**config.mk**
```make
export PLATFORM = sky130hd
export DESIGN_NAME = divider_top
export DESIGN_NICKNAME = d
export VERILOG_FILES = /design/src/div_pkg.sv /design/src/div_ctrl_if.sv /design/src/div_controller.sv /design/src/div_datapath.sv /design/src/div_result.sv /design/src/divider_top.sv
export SDC_FILE = /design/constraint.sdc
export NUM_CORES = 1
export LEC_CHECK = 0
export BUFFER_PORTS_ARGS = -buffer_cell sky130_fd_sc_hd__buf_4
export CORE_ASPECT_RATIO = 2
export CORE_UTILIZATION = 60
export CTS_BUF_LIST = sky130_fd_sc_hd__clkbuf_4 sky130_fd_sc_hd__clkbuf_8
export CTS_CLUSTER_DIAMETER = 200
export DETAILED_ROUTE_END_ITERATION = 12
export GPL_ROUTABILITY_DRIVEN = 0
export PLACE_DENSITY = 0.92
export SYNTH_ARGS = -nofsm -noshare
export SYNTH_HDL_FRONTEND = slang
export SYNTH_SLANG_ARGS = --single-unit
```
**constraint.sdc**
```tcl
create_clock -name clk -period 9 [get_ports clk]
set_clock_uncertainty 0.15 [all_clocks]
set_input_delay 1.8 -clock clk [delete_from_list [all_inputs] [get_ports clk]]
set_output_delay 1.8 -clock clk [all_outputs]
set_load 0.005 [all_outputs]
```
**src/div_pkg.sv**
```systemverilog
// Divider package: operand widths, data and counter types, ALU operation encoding
package div_pkg;

    // Operand width, dividend and divisor share it
    localparam int DIV_WIDTH = 16;

    // Counter has to reach DIV_WIDTH, hence one extra bit of range
    localparam int COUNT_WIDTH = $clog2(DIV_WIDTH + 1);

    // Dividend, divisor, quotient, remainder
    typedef logic [DIV_WIDTH-1:0] data_t;

    // Iteration counter
    typedef logic [COUNT_WIDTH-1:0] count_t;

    // Per-step choice between restore and commit
    // Encoding doubles as the quotient bit shifted in
    typedef enum logic {
        ALU_RESTORE = 1'b0, // Keep shifted remainder, quotient bit 0
        ALU_COMMIT  = 1'b1  // Take difference, quotient bit 1
    } alu_op_t;

endpackage

```
**src/div_ctrl_if.sv**
```systemverilog
// Divider control bus: controller strobes to the datapath and datapath status back
`timescale 1ns/1ps

interface div_ctrl_if;
    import div_pkg::*;

    // Controller to datapath
    logic    load;      // Take operands, clear remainder and counter
    logic    step;      // One shift-subtract-restore iteration
    alu_op_t alu_op;    // Restore or commit for this step

    // Datapath to controller
    logic    sub_neg;   // Trial difference is negative
    logic    last_step; // Counter sits on the final iteration

    // ALU results, read by datapath and result stage
    data_t   a_next;    // Next partial remainder
    data_t   q_next;    // Next quotient

    modport ctrl (
        output load,
        output step,
        output alu_op,
        input  sub_neg,
        input  last_step
    );

    modport dp (
        input  load,
        input  step,
        input  alu_op,
        output sub_neg,
        output last_step,
        output a_next,
        output q_next
    );

    // Result stage only watches the ALU outputs
    modport res (
        input a_next,
        input q_next
    );

endinterface

```
**src/div_controller.sv**
```systemverilog
// Divider sequencer: start/ack handshake into load, step, capture and present strobes
`timescale 1ns/1ps

module div_controller (
    input  logic    clk,
    input  logic    rst_n,
    input  logic    start,
    input  logic    ack,
    output logic    busy,
    output logic    done,
    output logic    capture,
    output logic    present,
    div_ctrl_if.ctrl bus
);
    import div_pkg::*;

    typedef enum logic [1:0] {
        ST_IDLE    = 2'd0, // Waiting for start
        ST_ITERATE = 2'd1, // One step per clock
        ST_HOLD    = 2'd2  // Result held until ack
    } state_t;

    state_t state_q;
    state_t state_d;

    // Next-state logic
    always_comb begin
        state_d = state_q;
        case (state_q)
            ST_IDLE: begin
                if (start) begin
                    state_d = ST_ITERATE;
                end
            end
            ST_ITERATE: begin
                // Leave once the final step is written
                if (bus.last_step) begin
                    state_d = ST_HOLD;
                end
            end
            ST_HOLD: begin
                if (ack) begin
                    state_d = ST_IDLE; // Outputs drop at this edge
                end
            end
            default: begin
                state_d = ST_IDLE;
            end
        endcase
    end

    always_ff @(posedge clk or negedge rst_n) begin
        if (!rst_n) begin
            state_q <= ST_IDLE;
        end else begin
            state_q <= state_d;
        end
    end

    // Start outside idle is simply ignored
    assign bus.load = (state_q == ST_IDLE) && start;
    assign bus.step = (state_q == ST_ITERATE);

    // Negative trial difference means restore
    assign bus.alu_op = bus.sub_neg ? ALU_RESTORE : ALU_COMMIT;

    // Final ALU output is what the result stage keeps
    assign capture = bus.step && bus.last_step;
    assign present = (state_q == ST_HOLD);

    // Handshake levels
    assign busy = (state_q == ST_ITERATE);
    assign done = present;

endmodule

```
**src/div_datapath.sv**
```systemverilog
// Restoring divider datapath: operand registers, iteration counter and shift-subtract ALU
`timescale 1ns/1ps

module div_datapath (
    input  logic           clk,
    input  logic           rst_n,
    input  div_pkg::data_t dividend,
    input  div_pkg::data_t divisor,
    div_ctrl_if.dp         bus
);
    import div_pkg::*;

    data_t  m_q;     // Divisor
    data_t  q_q;     // Quotient that starts out as the dividend
    data_t  a_q;     // Partial remainder
    count_t count_q; // Steps taken so far

    // One bit wider than the operands so the trial difference carries a sign
    logic [DIV_WIDTH:0] a_shift;
    logic [DIV_WIDTH:0] diff;

    // Shift {A, Q} left by one with the MSB of Q moving into A
    assign a_shift = {a_q, q_q[DIV_WIDTH-1]};

    // Trial subtraction against the divisor
    assign diff = a_shift - {1'b0, m_q};

    // A < M before the shift keeps a non-negative difference below 2^16
    // and leaves bit 16 alone to tell the sign
    assign bus.sub_neg = diff[DIV_WIDTH];

    // Final iteration flag for the controller
    assign bus.last_step = (count_q == count_t'(DIV_WIDTH - 1));

    // ALU select
    always_comb begin
        if (bus.alu_op == ALU_COMMIT) begin
            bus.a_next = diff[DIV_WIDTH-1:0];    // Subtraction stands
        end else begin
            bus.a_next = a_shift[DIV_WIDTH-1:0]; // Restore keeps the shifted value within 16 bits
        end
        // Quotient shifts left and takes the op encoding as its new LSB
        bus.q_next = {q_q[DIV_WIDTH-2:0], bus.alu_op == ALU_COMMIT};
    end

    // Divisor only changes on load
    always_ff @(posedge clk or negedge rst_n) begin
        if (!rst_n) begin
            m_q <= '0;
        end else if (bus.load) begin
            m_q <= divisor;
        end
    end

    // Quotient and partial remainder
    always_ff @(posedge clk or negedge rst_n) begin
        if (!rst_n) begin
            q_q <= '0;
            a_q <= '0;
        end else if (bus.load) begin
            q_q <= dividend; // Dividend bits get shifted out as quotient bits come in
            a_q <= '0;
        end else if (bus.step) begin
            q_q <= bus.q_next;
            a_q <= bus.a_next;
        end
    end

    // Iteration counter
    always_ff @(posedge clk or negedge rst_n) begin
        if (!rst_n) begin
            count_q <= '0;
        end else if (bus.load) begin
            count_q <= '0;
        end else if (bus.step) begin
            count_q <= count_q + 1'b1; // Wraps past DIV_WIDTH only if stepped further
        end
    end

endmodule

```
**src/div_result.sv**
```systemverilog
// Divider result stage: captures the last ALU output and gates it until presented
`timescale 1ns/1ps

module div_result (
    input  logic           clk,
    input  logic           rst_n,
    input  logic           capture,
    input  logic           present,
    div_ctrl_if.res        bus,
    output div_pkg::data_t quotient,
    output div_pkg::data_t remainder
);
    import div_pkg::*;

    data_t quot_q; // Held quotient
    data_t rem_q;  // Held remainder

    // Snapshot on the final step
    always_ff @(posedge clk or negedge rst_n) begin
        if (!rst_n) begin
            quot_q <= '0;
            rem_q  <= '0;
        end else if (capture) begin
            quot_q <= bus.q_next;
            rem_q  <= bus.a_next;
        end
    end

    // Zero while no result is on offer
    assign quotient  = present ? quot_q : '0;
    assign remainder = present ? rem_q  : '0;

endmodule

```
**src/divider_top.sv**
```systemverilog
// 16-bit unsigned restoring divider top level with start/busy/done/ack handshake
`timescale 1ns/1ps

module divider_top (
    input  logic           clk,
    input  logic           rst_n,
    input  logic           start,     // One-cycle request
    input  logic           ack,       // One-cycle result acknowledge
    input  div_pkg::data_t dividend,
    input  div_pkg::data_t divisor,
    output logic           busy,      // Iterating
    output logic           done,      // Result valid, held until ack
    output div_pkg::data_t quotient,
    output div_pkg::data_t remainder
);

    // Controller to result stage
    logic capture;
    logic present;

    // Controller and datapath share this bus
    div_ctrl_if u_bus ();

    div_controller u_controller (
        .clk     (clk),
        .rst_n   (rst_n),
        .start   (start),
        .ack     (ack),
        .busy    (busy),
        .done    (done),
        .capture (capture),
        .present (present),
        .bus     (u_bus.ctrl)
    );

    div_datapath u_datapath (
        .clk      (clk),
        .rst_n    (rst_n),
        .dividend (dividend),
        .divisor  (divisor),
        .bus      (u_bus.dp)
    );

    // Reads the ALU outputs directly off the bus
    div_result u_result (
        .clk       (clk),
        .rst_n     (rst_n),
        .capture   (capture),
        .present   (present),
        .bus       (u_bus.res),
        .quotient  (quotient),
        .remainder (remainder)
    );

endmodule

```
# Yosys cells after proc, flatten, opt, wreduce, memory -nomap -nowiden

Cells that the tools add are included.

Equal/unequal tests: 6
Muxes and demuxes: 14
Add/subtract/negate cells: 2
Reductions and logical operators: 5

Operators by type and width:

| operator              | number |
|---|---|
| $mux W16              | 7 |
| $sub A17 B16 Y17      | 1 |
| $mux W5               | 2 |
| $mux W2               | 3 |
| $ne A2 B2 Y1 const B  | 3 |
| $pmux W2 S3           | 1 |
| $add A5 B1 Y5 const B | 1 |
| $eq A5 B4 Y1 const B  | 1 |
| $reduce_and A3 Y1     | 1 |
| $eq A2 B1 Y1 const B  | 1 |
| $eq A2 B2 Y1 const B  | 1 |
| $logic_and A1 B1 Y1   | 2 |
| $logic_not A2 Y1      | 1 |
| $reduce_bool A2 Y1    | 1 |
| $mux W1               | 1 |

Flip-flop bits (word level): 87
Output and inout port bits: 34

# Longest topological paths before layout

Gate-level depths: netlist of the first run.

Depth after elaboration: 4
Gate-level depth with buffers: 11
Gate-level depth less buffers: 10

# Cells and area by module

From an unflattened synthesis of the first run, not the netlist that was laid out.

Cell total of the unflattened synthesis: 516
Area, all modules: 5233.8 um^2

Modules (own cells, without submodules):

| module         | area an instance (um^2) | cells an instance | times used |
|---|---|---|---|
| div_datapath   | 3553.4                  | 399               | 1 |
| div_result     | 1556.5                  | 103               | 1 |
| div_controller | 123.9                   | 14                | 1 |

# Least setup slack after synthesis of the first run

No wires, ideal clock.

Path kind: register -> output
Start: register u_controller.state_q[1]
End: output busy
Buffers on the path: 3
Data arrival time: 1.280 ns
Required time: 7.050 ns
Stages on the path, launching flop included: 6
Path slack: 5.770 ns
Path through: dfrtp_1 nand2b_1 clkbuf_1 inv_1 clkbuf_1 buf_1

Longest elaborated chain between the ends: 1

RTL lines:

| what                   | line                 | text |
|---|---|---|
| from (decl)            | div_controller.sv:23 | `state_t state_q;` |
| from (signal assigned) | div_controller.sv:56 | `state_q <= state_d;` |
| $eq A2 B1 Y1           | div_controller.sv:72 | `assign busy = (state_q == ST_ITERATE);` |
| to (decl)              | divider_top.sv:11    | `output logic busy,` |

No other way between the ends.

# Worst setup path in the final report of the first run

Start: register u_controller.state_q[0]
End: output quotient[2]

Longest elaborated chain between the ends: 2

RTL lines:

| what         | line                 | text |
|---|---|---|
| $eq A2 B2 Y1 | div_controller.sv:69 | `assign present = (state_q == ST_HOLD);` |
| $mux W16     | div_result.sv:30     | `assign quotient = present ? quot_q : '0;` |
| to (decl)    | divider_top.sv:13    | `output div_pkg::data_t quotient,` |

No other way between the ends.

==> results.cfg, run 1 <==
[status]
status = complete, no violations

[floorplanning]
die_w_um = 64.3
dieArea_mm2 = 0.00813
core_area_mm2 = 0.00754
die_h_um = 127
rows = 45
start_util_pct = 61.7
io-pin-count = 70

[global_routing]
grt_use_total_pct = 29.9
grt_max_degree = 88
overflow = 0
grt_pass1_vias = 4076
antenna_found_initial = 0
grt_pass1_wl_um = 18500

[detailed_routing]
vias = 4050
wire_per_inst_um = 16.3
drcViolationCount = 0
dr.first_iter.drc_count = 258
viasPerCell = 5.93
ant_nets = 0
wl_um = 11200
drt-pass1-iter-count = 5

[clock_tree]
cts_htree_levels = 3
cts_max_path_buffers = 2
postCtsHoldBufs = 0
cts_sinks = 87
cts_setup_buffers = 0
tritoncts = yes
cts_resized = 0
clk_pin_slew_ns = 0.08
root_buffer = clkbuf_8
numCtsBuffers = 9
worstSkewPairLatency_ns = 0.37

[cells_and_area]
nFillCells = 582
nNetsFinal = 639
regArea_mm2 = 0.00218
n_antenna_cell = 0
post-route-cell-area_mm2 = 0.00540
syn2layout_area_growth_pct = 16.1
drive_gt1_share_pct = 17.0
multiInputGateArea_mm2 = 0.00228

[power_and_ir_drop]
p_switching_mw = 1.08
power_density_mw_per_mm2 = 426
seqPwrFrac_pct = 30.1
swShare_pct = 46.8
p_int_mw = 1.22
leakagePower_nw = 2.65
vdd_drop_max_uv = 231
pwr-share-clk_pct = 11.1
power.total_mw = 2.30
pwr-share-comb_pct = 58.8

[synthesis]
syn_inst = 526
synth_top_area_cell = dfrtp_1
synth_cell_types = 48
async_reset_ff_share_pct = 100
syn_area_per_cell_um2 = 8.85
seq_area_frac_synth_pct = 46.8
yosys_warnings = 0
synthMostInstantiatedCell = nand2_1
yosys-top-cells-area = dfrtp_1, nand2_1, ha_1
synth_common_cells = nand2_1, dfrtp_1, o21ai_0, and2_1, inv_1
synth-seq-cells = 87
synth_edf_count = 0
syn_nets = 581
synthFlopType = dfrtp_1
syn_area_mm2 = 0.00465
netlist.area_leader.share_pct = 46.8

[timing]
setup_violations = 0
finalWorstSetupSlack_ns = 5.05
max_clock_freq_mhz = 253
worst_pin_slew_ns = 1.07
maxSlewViolCount = 0
finalHoldViolations = 0
rsz0062_at_grt = false
period_needed_ns = 3.95
maxSlewHeadroom_pct = 28.4
fin_tns_setup_ns = 0
fin_hold_ws_ns = 0.325
fin_crit_sh_pct = 43.9

[worst_setup_path]
end_kind = primary output
reg2reg_depth = 11
crit_arrival_ns = 2.00
path_class = flip-flop to primary output
crit_fanout = 34
setup.worst_path.start_class = flip-flop
required_ns = 7.05

[placed_design]
portBuffers = 69
place_area_mm2 = 0.00522
place_worst_setup_slack_ns = 5.41
dp_hpwl_um = 7880

[min_path]
hp-class = flip-flop to flip-flop
min_path_cells = 2

[job]
maxCapViolCount = 0
[worst paths after layout]
| kind | endpoint | start | slack (ns) |
|---|---|---|---|
| worst max-delay path | quotient[2] | u_controller.state_q[0] | 5.05 |
| worst min-delay path | u_result.quot_q[7] | u_result.quot_q[7] | 0.33 |
| worst max register to register | u_result.rem_q[7] | u_datapath.q_q[15] | 5.34 |
| worst min register to register | u_result.quot_q[7] | u_result.quot_q[7] | 0.33 |
| max in group asynchronous | u_datapath.m_q[11] | rst_n | 6.53 |
| min in group asynchronous | u_datapath.m_q[8] | rst_n | 1.43 |
[routing by layer]
| metal | track usage, % | vias to the layer above | share of wire (%) |
|---|---|---|---|
| li1 | - | 1916 | - |
| met1 | 32.9 | 1946 | 37 |
| met2 | 49.9 | 146 | 53 |
| met3 | 5.85 | 42 | 4.9 |
| met4 | 21.8 | 0 | 5.6 |
| met5 | 0 | - | 0 |
[registers in the layout, summed over array words and instances (netlist names)]
register / count
u_controller.state_q: 2
u_datapath.m_q: 16
u_datapath.count_q: 5
u_result.quot_q: 16
u_datapath.q_q: 16
u_datapath.a_q: 16
u_result.rem_q: 16
[power groups by stage]
stage | Combinational (mW) | Sequential (mW) | Clock (mW)
5_1_grt | 1.49 | 0.712 | 0.270
2_1_floorplan | 1.04 | 0.656 | 0
4_1_cts | 1.33 | 0.690 | 0.259
3_5_place_dp | 1.33 | 0.695 | 0
6_report | 1.35 | 0.693 | 0.256
3_3_place_gp | 1.25 | 0.688 | 0
[cell type report]
cell class,count,share of cell area (%)
sequential,87,40.3
tap,94,2.18
inverter,22,1.53
clock inverter,5,0.579
timing repair buffer,75,10.4
clock buffer,11,2.80
multi-input combinational,389,42.2
[worst max-delay path, cell delays in order, from the launching register on]
cell and delay [ns]:
dfrtp_1 0.41, nor2b_2 0.83, and2_1 0.26, buf_4 0.12
[stage by stage]
stage	utilization (%)	instances
5_1_grt	71.6	683
4_1_cts	71.6	683
3_3_place_gp	69.2	667
3_5_place_dp	69.2	667
2_1_floorplan	-	526
6_report	71.6	683
[cells by family (layout without fill, tap and decap cells)]
kind of cell               count (synthesis)  count (layout)  synth area share [%]
DFF                                       87              87                  46.8
adders and majority gates                 19              19                  5.27
and+or+nand+nor                          220             220                  21.4
xor gates and xnor gates                   9               9                  1.69
buffers and inverters                     50             113                  4.25
muxes                                     13              13                  2.82
AOI/OAI and AO/OA                        128             128                  17.8
[cell usage in the layout, fill, tap and decap left out, types with 3 or more instances in the layout]
master and count:
clkbuf_8 11, a21o_1 4, o21ai_1 17, a22oi_1 15
a2bb2oi_1 5, mux2i_1 12, nand2b_1 3, dfrtp_1 87
nand4_1 4, nand2_1 133, o21ai_0 41, and2_1 35
nand3_1 21, a21oi_1 15, clkinv_2 3, inv_1 22
xnor2_1 6, ha_1 18, nor2_1 9, nor3_1 5
buf_4 75, xor2_1 3, o211ai_1 12
(Power assumes the default switching activity.)
==> run 2, diff against run 1 <==
Settings changed: CORE_UTILIZATION 60 to 59, PLACE_DENSITY 0.92 to 0.91.
Clock period 9 ns to 3.8 ns, I/O delays scaled along.
==> results.cfg, run 2 (synthesis results as in run 1) <==
[power_and_ir_drop]
p_int_mw = 3.00
power_density_mw_per_mm2 = 1010
seqPwrFrac_pct = 30.1
p_switching_mw = 2.51
swShare_pct = 45.6
vdd_drop_max_uv = 594
pwr-share-comb_pct = 57.9
leakagePower_nw = 2.66
pwr-share-clk_pct = 11.9

[floorplanning]
dieArea_mm2 = 0.00827
core_area_mm2 = 0.00760
start_util_pct = 61.2
rows = 45
die_w_um = 64.8
io-pin-count = 70
die_h_um = 128

[global_routing]
grt_use_total_pct = 30.6
grt_max_degree = 88
grt_pass1_vias = 4111
grt_pass1_wl_um = 19000
overflow = 0
antenna_found_initial = 0

[cells_and_area]
syn2layout_area_growth_pct = 17.0
nNetsFinal = 640
multiInputGateArea_mm2 = 0.00228
layoutNonFillerInstCount = 684
nFillCells = 591
final_common_cell = nand2_1
regArea_mm2 = 0.00218
n_antenna_cell = 0
most-common-layout-cells = nand2_1, dfrtp_1, buf_4, o21ai_0, and2_1
drive_gt1_share_pct = 17.1

[timing]
period_needed_ns = 3.28
maxSlewViolCount = 0
rsz0062_at_grt = false
maxSlewHeadroom_pct = 29.4
max_clock_freq_mhz = 305
finalHoldViolations = 0
fin_tns_setup_ns = 0
setup_violations = 0
worst_pin_slew_ns = 1.06
fin_crit_sh_pct = 86.2

[detailed_routing]
viasPerCell = 5.96
vias = 4079
ant_nets = 0
wl_um = 11300
wire_per_inst_um = 16.5
drt-pass1-iter-count = 6
drcViolationCount = 0
dr.first_iter.drc_count = 242

[clock_tree]
clk_pin_slew_ns = 0.08
cts_max_path_buffers = 2
tritoncts = yes
cts_sinks = 87
numCtsBuffers = 9
postCtsHoldBufs = 0
root_buffer = clkbuf_8
cts_setup_buffers = 0
cts_resized = 0
worstSkewPairLatency_ns = 0.37
cts_htree_levels = 3

[worst_setup_path]
required_ns = 3.95
cpLargestDelayFamily = compound AO/OA/AOI/OAI gates
cpPeakStageDelay_ns = 0.42
crit_path_cell_trace = inv_1, ha_1, inv_1, fa_1, a211oi_2, o211ai_1, a211o_1, a211oi_4, buf_12, mux2_2, o21ai_0
crit_fanout = 22
end_kind = flip-flop
slowest_stage = fa_1
setup.worst_path.start_class = flip-flop
path_class = flip-flop to flip-flop
crit_arrival_ns = 3.42
critical_path_buf_inv_count = 3
cpMostUsedCell = inv_1

[job]
maxCapViolCount = 0

[min_path]
hp-class = flip-flop to flip-flop

[placed_design]
place_inst = 668
dp_hpwl_um = 7960
portBuffers = 69

[status]
status = complete, no violations
## run 2: changes by cell type in the layout (fill, tap and decap cells not counted), sizes merged
cell / change
inv: -1
bufinv: +1
clkinvlp: +2
clkinv: -2
buf: +1
## run 2: worst register-to-register path, cell delays in order (launching register included)
cell	delay, ns
dfrtp_1	0.37
inv_1	0.09
ha_1	0.17
inv_1	0.05
fa_1	0.42
a211oi_2	0.25
o211ai_1	0.21
a211o_1	0.36
a211oi_4	0.38
buf_12	0.23
mux2_2	0.37
o21ai_0	0.14
## run 2: cell type report
cell class / count / area share (%)
multi-input combinational: 389 / 41.9
clock buffer: 11 / 2.67
inverter: 22 / 1.52
tap: 94 / 2.16
sequential: 87 / 40.0
clock inverter: 5 / 1.06
timing repair buffer: 76 / 10.7
## run 2: power by group through the flow
stage / Sequential [mW] / Combinational [mW] / Clock (mW)
global placement: 1.65 / 2.97 / 0
finish: 1.66 / 3.19 / 0.657
global route: 1.71 / 3.55 / 0.698
CTS: 1.65 / 3.16 / 0.667
detailed placement: 1.66 / 3.13 / 0
floorplan: 1.55 / 2.46 / 0
## run 2: worst paths after layout
| kind | from | slack, ns | to | cells after the start |
|---|---|---|---|---|
| hold reg to reg | u_result.quot_q[14] | 0.33 | u_result.quot_q[14] | 2 |
| min in group asynchronous | rst_n | 0.43 | u_result.rem_q[1] | 1 |
| setup / recovery | u_datapath.q_q[15] | 0.52 | u_datapath.a_q[0] | 11 |
| hold / removal | u_result.quot_q[14] | 0.33 | u_result.quot_q[14] | 2 |
| max in group asynchronous | rst_n | 2.40 | u_result.quot_q[9] | 1 |
| setup reg to reg | u_datapath.q_q[15] | 0.52 | u_datapath.a_q[0] | 11 |
## run 2: routing by layer
layer / part of all wire, % / global-route usage [%] / wire length [um]
met1: 36 / 32.8 / 4030
met2: 54 / 51.5 / 6050
met3: 4.3 / 5.80 / 491
met4: 6.5 / 23.7 / 731
met5: 0 / 0 / 0
## run 2: metrics by stage
step	setup WS, ns	instance area (um^2)	hold slack, ns	utilization, %	total power, mW
finish	0.525	5440	0.326	71.6	5.51
global route	0.353	5440	0.348	71.6	5.95
CTS	0.522	5440	0.327	71.6	5.47
detailed placement	0.555	5240	0.304	69.0	4.79
global placement	0.659	5240	0.302	69.0	4.62
floorplan	0.920	4650	0.287	-	4.02
==> run 3, diff against run 2 <==
Settings changed: BUFFER_PORTS_ARGS -buffer_cell sky130_fd_sc_hd__buf_4 to -buffer_cell sky130_fd_sc_hd__buf_2.
==> results.cfg, run 3 (synthesis results as in run 1) <==
[cells_and_area]
syn2layout_area_growth_pct = 13.2
regArea_mm2 = 0.00218
most-common-layout-cells = nand2_1, dfrtp_1, buf_2, o21ai_0, and2_1
layoutNonFillerInstCount = 685
post-route-util_pct = 69.3
post-route-cell-area_mm2 = 0.00527
n_antenna_cell = 0
nFillCells = 595
drive_gt1_share_pct = 17.3
final_common_cell = nand2_1
multiInputGateArea_mm2 = 0.00228
nNetsFinal = 641

[worst_setup_path]
r2r_slack_ns = 0.58
end_kind = flip-flop
setup.worst_path.start_class = flip-flop
crit_arrival_ns = 3.35
path_class = flip-flop to flip-flop
slowest_stage = fa_1
cpMostUsedCell = inv_1
crit_path_cell_trace = inv_1, ha_1, inv_1, fa_1, a211oi_2, o211ai_1, a211o_1, a211oi_4, buf_4, mux2_2, o21ai_0
cpPeakStageDelay_ns = 0.43
crit_fanout = 13
required_ns = 3.94

[floorplanning]
rows = 45
dieArea_mm2 = 0.00827
die_h_um = 128
die_w_um = 64.8
core_area_mm2 = 0.00760
io-pin-count = 70
start_util_pct = 61.2

[global_routing]
overflow = 0
grt_pass1_wl_um = 18500
grt_use_total_pct = 29.5
antenna_found_initial = 0
grt_pass1_vias = 4079
grt_max_degree = 88

[placed_design]
place_worst_setup_slack_ns = 0.616
dp_hpwl_um = 8070
place_inst = 669
portBuffers = 69
place_area_mm2 = 0.00507

[timing]
finalWorstSetupSlack_ns = 0.584
setup_violations = 0
max_clock_freq_mhz = 311
maxSlewHeadroom_pct = 30.3
fin_crit_sh_pct = 84.6
finalHoldViolations = 0
fin_tns_setup_ns = 0
period_needed_ns = 3.22
rsz0062_at_grt = false
worst_pin_slew_ns = 1.05
fin_hold_ws_ns = 0.323
maxSlewViolCount = 0

[clock_tree]
cts_max_path_buffers = 2
cts_setup_buffers = 0
tritoncts = yes
numCtsBuffers = 9
clk_pin_slew_ns = 0.09
cts_sinks = 87
postCtsHoldBufs = 0
worstSkewPairLatency_ns = 0.37
cts_resized = 0
cts_htree_levels = 3
root_buffer = clkbuf_8

[job]
maxCapViolCount = 0

[power_and_ir_drop]
power_density_mw_per_mm2 = 1040
leakagePower_nw = 2.64
power.total_mw = 5.48
vdd_drop_max_uv = 677

[detailed_routing]
drcViolationCount = 0
wire_per_inst_um = 16.6
ant_nets = 0
vias = 4083
viasPerCell = 5.96
dr.first_iter.drc_count = 257
drt-pass1-iter-count = 5
wl_um = 11300

[status]
status = complete, no violations

[min_path]
hp-class = flip-flop to flip-flop
==> run 3: per-layer routing <==
layer	vias to the layer above	wire [um]	GRT usage (%)
met3	60	661	6.34
met2	172	6060	52.3
met1	1932	4030	31.3
li1	1919	-	-
met5	-	0	0
met4	0	581	16.5
==> run 3: path summary, 6_finish.rpt <==
kind | end | cells after the start | startpoint
max | u_result.rem_q[0] | 11 | u_datapath.q_q[15]
min | u_result.quot_q[9] | 2 | u_result.quot_q[9]
max reg2reg | u_result.rem_q[0] | 11 | u_datapath.q_q[15]
min reg2reg | u_result.quot_q[9] | 2 | u_result.quot_q[9]
max in group asynchronous | u_datapath.a_q[10] | 1 | rst_n
min in group asynchronous | u_datapath.a_q[1] | 1 | rst_n
==> run 3: worst max-delay path: cells and delay by family (launching register included) <==
| kind | cells | cell delay [ns] |
|---|---|---|
| AOI/OAI and AO/OA | 5 | 1.18 |
| adders and majority gates | 2 | 0.60 |
| buffers and inverters | 3 | 0.45 |
| DFF | 1 | 0.38 |
| muxes | 1 | 0.37 |
==> run 3: area by class of cell <==
type                    instances  share of cell area, %
inverters                      22                   1.57
well taps                      94                   2.23
flip-flops and latches         87                   41.3
clock buffers                  11                   2.75
repair buffers                 77                   7.74
multi-input cells             389                   43.3
clock inverters                 5                   1.09
==> run 3: power by group <==
group          total (mW)  switching (mW)  internal [mW]
clock               0.657           0.328          0.329
sequential           1.66           0.294           1.36
combinational        3.17            1.89           1.28
